### config.mk
export PLATFORM = sky130hd
export DESIGN_NAME = sdramInitRefreshCtrl
export DESIGN_NICKNAME = d
export VERILOG_FILES = /design/src/design/sdramPkg.sv /design/src/design/cycleTimer.sv /design/src/design/initRefreshSeq.sv /design/src/design/sdramCmdDriver.sv /design/src/design/sdramInitRefreshCtrl.sv
export SDC_FILE = /design/constraint.sdc
export NUM_CORES = 1
export LEC_CHECK = 0
export BUFFER_PORTS_ARGS = -buffer_cell sky130_fd_sc_hd__buf_2
export CAP_MARGIN = 10
export CORE_ASPECT_RATIO = 0.6
export CORE_MARGIN = 4
export CORE_UTILIZATION = 25
export CTS_CLUSTER_SIZE = 12
export DETAILED_ROUTE_END_ITERATION = 8
export GPL_ROUTABILITY_DRIVEN = 0
export HOLD_SLACK_MARGIN = 0.08
export SLEW_MARGIN = 10
export SYNTH_ARGS = -nofsm -noshare
export SYNTH_HDL_FRONTEND = slang
export SYNTH_SLANG_ARGS = --single-unit
### constraint.sdc
create_clock -name Clock -period 2.3 [get_ports Clock]
set_input_delay 0 -clock Clock [delete_from_list [all_inputs] [get_ports Clock]]
set_output_delay 0 -clock Clock [all_outputs]
set_load 0.03 [all_outputs]
### src/design/sdramPkg.sv
//////////////////////////////////////////////////////////////////////
// shared command, state and width types plus the timing constants
// for the SDR SDRAM power-up and refresh controller
//////////////////////////////////////////////////////////////////////
package sdramPkg;

	// chip pins packed as {cke, cs_l, ras_l, cas_l, we_l}
	typedef enum logic [4:0]
	{
		CmdPowerUp     = 5'b00000,	// cke and cs low while the chip powers up
		CmdNop         = 5'b10111,
		CmdPrecharge   = 5'b10010,	// all banks when addr[10] is high
		CmdAutoRefresh = 5'b10001,
		CmdModeSet     = 5'b10000,	// mode word rides on the address bus
		CmdDeselect    = 5'b11111
	} sdramCmd_t;

	// sequencer states, init path first then the idle/refresh loop
	typedef enum logic [4:0]
	{
		StInit, StWaitPowerUp, StFirstNop, StPrechargeAll, StPreNop,
		StRefresh, StRefreshNops, StModeSet, StModeNops, StLoadRefresh,
		StIdle, StRefPrecharge, StRefNop, StRefRefresh, StRefNops
	} ctrlState_t;

	typedef logic [12:0] rowAddr_t;		// 8192 rows, column uses the low 10 bits
	typedef logic [1:0]  bankAddr_t;	// 4 banks
	typedef logic [15:0] timerCount_t;

	//////////////////////////////////////////////////////////////////////
	// timing
	//////////////////////////////////////////////////////////////////////

	// short for simulation, 5000 gives 100 us at 50 MHz on real silicon
	localparam timerCount_t PowerUpCycles = 16'd20;

	localparam int unsigned InitRefreshCount = 8;	// auto-refreshes during init
	localparam int unsigned PostRefreshNops  = 4;	// tRC padding after each refresh
	localparam int unsigned PostModeNops     = 4;	// tMRD padding after mode set

	// idle cycles between refresh bursts, 7.5 us at 50 MHz
	localparam timerCount_t RefreshInterval = 16'd375;

	// mode word: write burst programmed, standard op, CL=2, sequential, BL=1
	localparam rowAddr_t ModeWord = 13'b000_0_00_010_0_000;

	localparam int unsigned PrechargeAllBit = 10;	// A10 selects all banks

endpackage

### src/design/cycleTimer.sv
//////////////////////////////////////////////////////////////////////
// loadable down-counter that parks at zero, used for power-up wait
// and for the refresh interval
//////////////////////////////////////////////////////////////////////
module cycleTimer import sdramPkg::*;
(
	input  logic        Clock,
	input  logic        Reset_L,
	input  logic        Load,		// load wins over counting
	input  timerCount_t LoadValue,
	output logic        Done		// high while count sits at zero
);

	timerCount_t count;

	always_ff @(posedge Clock, negedge Reset_L)
	begin
		if (!Reset_L)
			count <= '0;
		else if (Load)
			count <= LoadValue;
		else if (count != '0)
			count <= count - 16'd1;	// stop once we hit zero
	end

	assign Done = (count == '0);

	// once expired and not reloaded, the count must hold at zero
	assertNoWrap: assert property (@(posedge Clock) disable iff (!Reset_L)
		(!Load && count == '0) |=> (count == '0))
		else $error("cycleTimer count wrapped below zero");

endmodule

### src/design/initRefreshSeq.sv
//////////////////////////////////////////////////////////////////////
// init and refresh state machine; picks command, address and bank
// each cycle and drives the two timers
//////////////////////////////////////////////////////////////////////
module initRefreshSeq import sdramPkg::*;
(
	input  logic        Clock,
	input  logic        Reset_L,
	input  logic        PowerUpDone,
	input  logic        RefreshDue,
	output logic        PowerUpLoad,
	output logic        RefreshLoad,
	output timerCount_t PowerUpValue,
	output timerCount_t RefreshValue,
	output sdramCmd_t   NextCmd,
	output rowAddr_t    NextAddr,
	output bankAddr_t   NextBank,
	output logic        CpuRelease
);

	ctrlState_t state;
	ctrlState_t nextState;
	logic [3:0] refreshCount;	// init auto-refreshes issued so far
	logic [3:0] nopCount;		// shared by every NOP run

	assign PowerUpValue = PowerUpCycles;
	assign RefreshValue = RefreshInterval;

	always_ff @(posedge Clock, negedge Reset_L)
	begin
		if (!Reset_L)
			state <= StInit;
		else
			state <= nextState;
	end

	//////////////////////////////////////////////////////////////////////
	// counters
	//////////////////////////////////////////////////////////////////////

	always_ff @(posedge Clock, negedge Reset_L)
	begin
		if (!Reset_L)
		begin
			nopCount     <= '0;
			refreshCount <= '0;
		end
		else
		begin
			if (nextState != state)
				nopCount <= '0;		// fresh start for the next run
			else if (state inside {StRefreshNops, StModeNops, StRefNops})
				nopCount <= nopCount + 4'd1;

			if (state == StInit)
				refreshCount <= '0;
			else if (state == StRefresh)
				refreshCount <= refreshCount + 4'd1;
		end
	end

	//////////////////////////////////////////////////////////////////////
	// next state and command
	//////////////////////////////////////////////////////////////////////

	always_comb
	begin
		nextState   = state;
		NextCmd     = CmdNop;	// most states just idle the bus
		NextAddr    = '0;
		NextBank    = '0;
		PowerUpLoad = 1'b0;
		RefreshLoad = 1'b0;
		CpuRelease  = 1'b0;		// processor held in reset until idle

		case (state)
			StInit:
			begin
				NextCmd     = CmdPowerUp;
				PowerUpLoad = 1'b1;		// start the power-up wait
				nextState   = StWaitPowerUp;
			end
			StWaitPowerUp:
			begin
				NextCmd = CmdPowerUp;
				if (PowerUpDone)
					nextState = StFirstNop;
			end
			StFirstNop:
				nextState = StPrechargeAll;
			StPrechargeAll:
			begin
				NextCmd                  = CmdPrecharge;
				NextAddr[PrechargeAllBit] = 1'b1;
				nextState                = StPreNop;
			end
			StPreNop:
				nextState = StRefresh;
			StRefresh:
			begin
				NextCmd   = CmdAutoRefresh;
				nextState = StRefreshNops;
			end
			StRefreshNops:
				if (nopCount == 4'(PostRefreshNops - 1))
				begin
					if (refreshCount == 4'(InitRefreshCount))
						nextState = StModeSet;
					else
						nextState = StRefresh;	// another init refresh
				end
			StModeSet:
			begin
				NextCmd   = CmdModeSet;
				NextAddr  = ModeWord;
				nextState = StModeNops;		// bank stays 0 for the base mode reg
			end
			StModeNops:
				if (nopCount == 4'(PostModeNops - 1))
					nextState = StLoadRefresh;
			StLoadRefresh:
			begin
				RefreshLoad = 1'b1;
				nextState   = StIdle;
			end
			StIdle:
			begin
				CpuRelease = 1'b1;
				if (RefreshDue)
					nextState = StRefPrecharge;
			end
			StRefPrecharge:
			begin
				CpuRelease               = 1'b1;
				NextCmd                  = CmdPrecharge;
				NextAddr[PrechargeAllBit] = 1'b1;
				nextState                = StRefNop;
			end
			StRefNop:
			begin
				CpuRelease = 1'b1;
				nextState  = StRefRefresh;
			end
			StRefRefresh:
			begin
				CpuRelease = 1'b1;
				NextCmd    = CmdAutoRefresh;
				nextState  = StRefNops;
			end
			StRefNops:
			begin
				CpuRelease = 1'b1;
				if (nopCount == 4'(PostRefreshNops - 1))
				begin
					RefreshLoad = 1'b1;	// rearm the interval on the way back
					nextState   = StIdle;
				end
			end
			default:
			begin
				NextCmd   = CmdDeselect;	// unreachable encoding, restart init
				nextState = StInit;
			end
		endcase
	end

	// never more init refreshes than asked for before mode set
	assertInitRefreshCount: assert property (@(posedge Clock) disable iff (!Reset_L)
		(state == StRefresh) |-> (refreshCount < 4'(InitRefreshCount)))
		else $error("too many init auto-refreshes");

	assertIdleExit: assert property (@(posedge Clock) disable iff (!Reset_L)
		(state == StIdle) |=> (state inside {StIdle, StRefPrecharge}))
		else $error("idle left for something other than refresh");

endmodule

### src/design/sdramCmdDriver.sv
//////////////////////////////////////////////////////////////////////
// registered pin stage, one cycle behind the sequencer, with checks
// on the pin-level rules
//////////////////////////////////////////////////////////////////////
module sdramCmdDriver import sdramPkg::*;
(
	input  logic      Clock,
	input  logic      Reset_L,
	input  logic      CpuRelease,
	input  sdramCmd_t NextCmd,
	input  rowAddr_t  NextAddr,
	input  bankAddr_t NextBank,
	output logic      SdramCke,
	output logic      SdramCs_L,
	output logic      SdramRas_L,
	output logic      SdramCas_L,
	output logic      SdramWe_L,
	output rowAddr_t  SdramAddr,
	output bankAddr_t SdramBa,
	output logic      ResetOut_L
);

	always_ff @(posedge Clock, negedge Reset_L)
	begin
		if (!Reset_L)
		begin
			{SdramCke, SdramCs_L, SdramRas_L, SdramCas_L, SdramWe_L} <= CmdPowerUp;
			SdramAddr  <= '0;
			SdramBa    <= '0;
			ResetOut_L <= 1'b0;		// keep the processor in reset
		end
		else
		begin
			{SdramCke, SdramCs_L, SdramRas_L, SdramCas_L, SdramWe_L} <= NextCmd;
			SdramAddr  <= NextAddr;
			SdramBa    <= NextBank;
			ResetOut_L <= CpuRelease;
		end
	end

	assertCkeStays: assert property (@(posedge Clock) disable iff (!Reset_L)
		SdramCke |=> SdramCke)
		else $error("clock enable dropped after power-up");

	// controller only ever precharges all banks
	assertPrechargeAll: assert property (@(posedge Clock) disable iff (!Reset_L)
		({SdramCke, SdramCs_L, SdramRas_L, SdramCas_L, SdramWe_L} == CmdPrecharge)
		|-> SdramAddr[PrechargeAllBit])
		else $error("precharge without A10 high");

	assertReleaseStays: assert property (@(posedge Clock) disable iff (!Reset_L)
		ResetOut_L |=> ResetOut_L)
		else $error("processor reset reasserted without a reset");

endmodule

### src/design/sdramInitRefreshCtrl.sv
//////////////////////////////////////////////////////////////////////
// top level of the SDRAM init and refresh controller
//////////////////////////////////////////////////////////////////////
module sdramInitRefreshCtrl import sdramPkg::*;
(
	input  logic      Clock,
	input  logic      Reset_L,
	output logic      SdramCke,
	output logic      SdramCs_L,
	output logic      SdramRas_L,
	output logic      SdramCas_L,
	output logic      SdramWe_L,
	output rowAddr_t  SdramAddr,
	output bankAddr_t SdramBa,
	output logic      ResetOut_L
);

	logic        powerUpLoad;
	logic        powerUpDone;
	logic        refreshLoad;
	logic        refreshDue;
	timerCount_t powerUpValue;
	timerCount_t refreshValue;
	sdramCmd_t   nextCmd;
	rowAddr_t    nextAddr;
	bankAddr_t   nextBank;
	logic        cpuRelease;

	cycleTimer powerUpTimer (.Clock, .Reset_L, .Load(powerUpLoad),
		.LoadValue(powerUpValue), .Done(powerUpDone));

	cycleTimer refreshTimer (.Clock, .Reset_L, .Load(refreshLoad),
		.LoadValue(refreshValue), .Done(refreshDue));

	initRefreshSeq u_initRefreshSeq (.Clock, .Reset_L, .PowerUpDone(powerUpDone),
		.RefreshDue(refreshDue), .PowerUpLoad(powerUpLoad), .RefreshLoad(refreshLoad),
		.PowerUpValue(powerUpValue), .RefreshValue(refreshValue), .NextCmd(nextCmd),
		.NextAddr(nextAddr), .NextBank(nextBank), .CpuRelease(cpuRelease));

	sdramCmdDriver u_sdramCmdDriver (.Clock, .Reset_L, .CpuRelease(cpuRelease),
		.NextCmd(nextCmd), .NextAddr(nextAddr), .NextBank(nextBank),
		.SdramCke, .SdramCs_L, .SdramRas_L, .SdramCas_L, .SdramWe_L,
		.SdramAddr, .SdramBa, .ResetOut_L);

endmodule

==> metrics <==
status completed; Total GRT Usage 0.0912; post-route cell area ~3300 um^2; Final Util 0.307; Int Pwr approximately 2.2 mW; Yosys reg bits 53; top_reg_cell synth dfrtp_1; TritonCTS Sinks 53; area delta synth->final 16.6%; clock skew ~0.0090 ns; Req. time, crit path about 2.5 ns; min-delay worst type primary input to async pin; Reg clk slew, reported paths roughly 0.070 ns; I/O pin cnt 23; async set-reset flop share out of synthesis 1.00; first drt pass iteration count 4; die area between 10000 and 15000 um^2; Max-slew headroom 0.479; drt drc 0; nets@finish between 300 and 400; antenna-violating nets left 0; drt total wl slightly below 6000 um; Max Cap Viol 0; setup TNS 0 ns; n_diodes 0; initial core utilization 0.263; Finish-stage setup viols 0; CTS tree yes; fillers between 1000 and 1500; largest net degree at the start of global routing 28; worst-case clock buffer depth 2; Pleak 1.44 nW; crit path time final around 2.2 ns; sw frac 0.353; Cell Rows 29; PortBufs 9; Mapped Cells approximately 300; critical path class flip-flop to flip-flop; first-pass GRT wire length between 9000 and 10000 um; vias in the first global route ~2000; Yosys cell types 47; RSZ-0062 raised after global routing false; post-DP HPWL 4210 um; Die X around 150 um; Synth Warn # 0; Logic pwr share 0.340; H-tree depth 2; final count of pins violating max slew 0; Hold Vio Cnt, Final 0; crit start category flip-flop; Num CTS Buffers 5; Setup crit end kind flip-flop; Switch Pwr roughly 1.2 mW; share of power burned in registers 0.410; Worst Tran Pin Value 0.773 ns; DR vias/cell around 4.5; Final Cycle Share 0.957; sequential area share after synthesis 0.465; placed cell area 3120 um^2; worst-path fanout max 6; layout cells sized above 1 0.148; initial DRC count between 150 and 200; maximum vdd ir drop ~0.32 mV; antenna violations before repair 0; Clock power frac 0.250; number of flops mapped to enable cells by yosys 0; pwr/cell area roughly 1000 nW/um^2; syn avg cell area between 9 and 10 um^2; Via Count about 2100; GRT overflow 0; fmax around 0.45 GHz; Synth Cell Area 2850 um^2; worst path arrival time between 2 and 2.5 ns; clock root buffer clkbuf_16; Vert. Die Dim between 90 and 100 um; drt wl/cell between 10 and 15 um; worst skew pair latency approximately 0.29 ns; Core Area around 11000 um^2; Hold WS between 0.2 and 0.3 ns
area by class of cell:
cell class	instances	area (um^2)	share of cell area
Clock inverter	2	38.8	0.0117
Multi-Input combinational cell	228	1410	0.422
Tap cell	139	174	0.0523
Clock buffer	6	129	0.0387
Timing Repair Buffer	29	210	0.0632
Inverter	12	45.0	0.0135
Sequential cell	53	1330	0.398
Yosys cell counts, types with 6 or more instances:
cell type  count  area share
inv_1         12       0.016
xnor2_1       12       0.037
xor2_1        19       0.058
nand2_1       16       0.021
nor4_1        12       0.026
nor3_1        14       0.025
nor2_1        45       0.059
nand3_1       10       0.018
clkbuf_1       9       0.012
o21ai_0       16       0.028
a21oi_1        6       0.011
buf_4         13       0.034
dfrtp_1       53        0.46
path summary, 6_finish.rpt:
path	slack, ns	to	cells past startpoint	start
hold reg to reg	0.53	powerUpTimer.count[11]	2	powerUpTimer.count[11]
setup / recovery	0.1	u_initRefreshSeq.nopCount[1]	5	powerUpTimer.count[8]
setup reg to reg	0.1	u_initRefreshSeq.nopCount[1]	5	powerUpTimer.count[8]
min in group Clock	0.53	powerUpTimer.count[11]	2	powerUpTimer.count[11]
max in group asynchronous	1.44	powerUpTimer.count[8]	3	Reset_L
hold / removal	0.27	refreshTimer.count[8]	2	Reset_L
sequential cells by signal (all words and copies together) (netlist names):
name / count
u_sdramCmdDriver.ResetOut_L: 1
u_sdramCmdDriver.SdramAddr: 2
u_sdramCmdDriver.SdramWe_L: 1
u_sdramCmdDriver.SdramCke: 1
u_sdramCmdDriver.SdramCas_L: 1
u_sdramCmdDriver.SdramCs_L: 1
u_initRefreshSeq.state: 5
powerUpTimer.count: 16
u_initRefreshSeq.refreshCount: 4
u_initRefreshSeq.nopCount: 4
u_sdramCmdDriver.SdramRas_L: 1
refreshTimer.count: 16
routing by layer:
metal	global-route usage	vias up	routed length, um
met5	0	-	0
met4	0.0190	0	47
met3	0.0266	4	309
met2	0.121	42	2410
met1	0.142	990	3200
li1	-	1071	-
cells by family (layout without fill, tap and decap cells):
logic type | Yosys count | count (layout) | share of synthesized area
other | 1 | 14 | 0.00131
multiplexers | 3 | 3 | 0.0105
adder cells (fa/ha/maj) | 5 | 5 | 0.0219
AND/OR/NAND/NOR | 135 | 136 | 0.249
AO/OA/AOI/OAI | 39 | 39 | 0.0881
XOR/XNOR | 31 | 31 | 0.0951
flip-flops | 53 | 53 | 0.465
buffers and inverters | 37 | 49 | 0.0693
per-stage QoR:
step / power, mW / worst slack [ns] / instances
after floorplan: 2.17 / 0.118 / 317
after global placement: 2.49 / 0.100 / 458
after detailed placement: 2.51 / 0.0320 / 458
after CTS: 3.40 / 0.0191 / 467
after global routing: 3.67 / 0.0118 / 469
final: 3.42 / 0.0990 / 469
power groups by stage:
stage / registers, mW / logic (mW) / clock network (mW)
after floorplan: 1.38 / 0.796 / 0
after global placement: 1.40 / 1.09 / 0
after detailed placement: 1.41 / 1.11 / 0
after CTS: 1.39 / 1.12 / 0.886
after global routing: 1.43 / 1.32 / 0.915
final: 1.40 / 1.16 / 0.856
worst max-delay path: stages, from the launching register on:
cell,delay [ns]
dfrtp_1,0.41
or4_1,0.63
or4_4,0.60
nand4_1,0.13
a21boi_4,0.22
nor4_1,0.08
cell usage in the layout (no fill, tap or decap), types with 2 or more instances in the layout:
master / Yosys / layout
nor2b_1: 3 / 3
and2_1: 2 / 2
nand4_1: 5 / 5
inv_1: 12 / 12
conb_1: 1 / 14
or3b_2: 2 / 2
nand2_1: 16 / 16
ha_1: 5 / 5
mux2i_1: 3 / 3
dfrtp_1: 53 / 53
a21oi_1: 6 / 6
nand3_1: 10 / 10
nand4b_1: 2 / 2
buf_2: 2 / 9
xnor2_1: 12 / 12
o211ai_1: 2 / 2
clkbuf_16: 0 / 5
nor4_1: 12 / 12
nor3b_1: 2 / 2
o21bai_1: 3 / 3
o21ai_0: 16 / 16
nor2_1: 45 / 45
a211oi_1: 2 / 2
nand2b_1: 5 / 5
buf_4: 13 / 18
and4_1: 2 / 2
nor3_1: 14 / 14
a31oi_1: 3 / 3
xor2_1: 19 / 19
or3_1: 4 / 4
or4_4: 2 / 4
timing repair:
action	in CTS	in global routing
buffers inserted	0	1
endpoints found under the hold margin	26	0
setup endpoints to repair	0	8
hold buffers	1	0
resized for setup	0	4
Power figures use the tool's default switching activity.
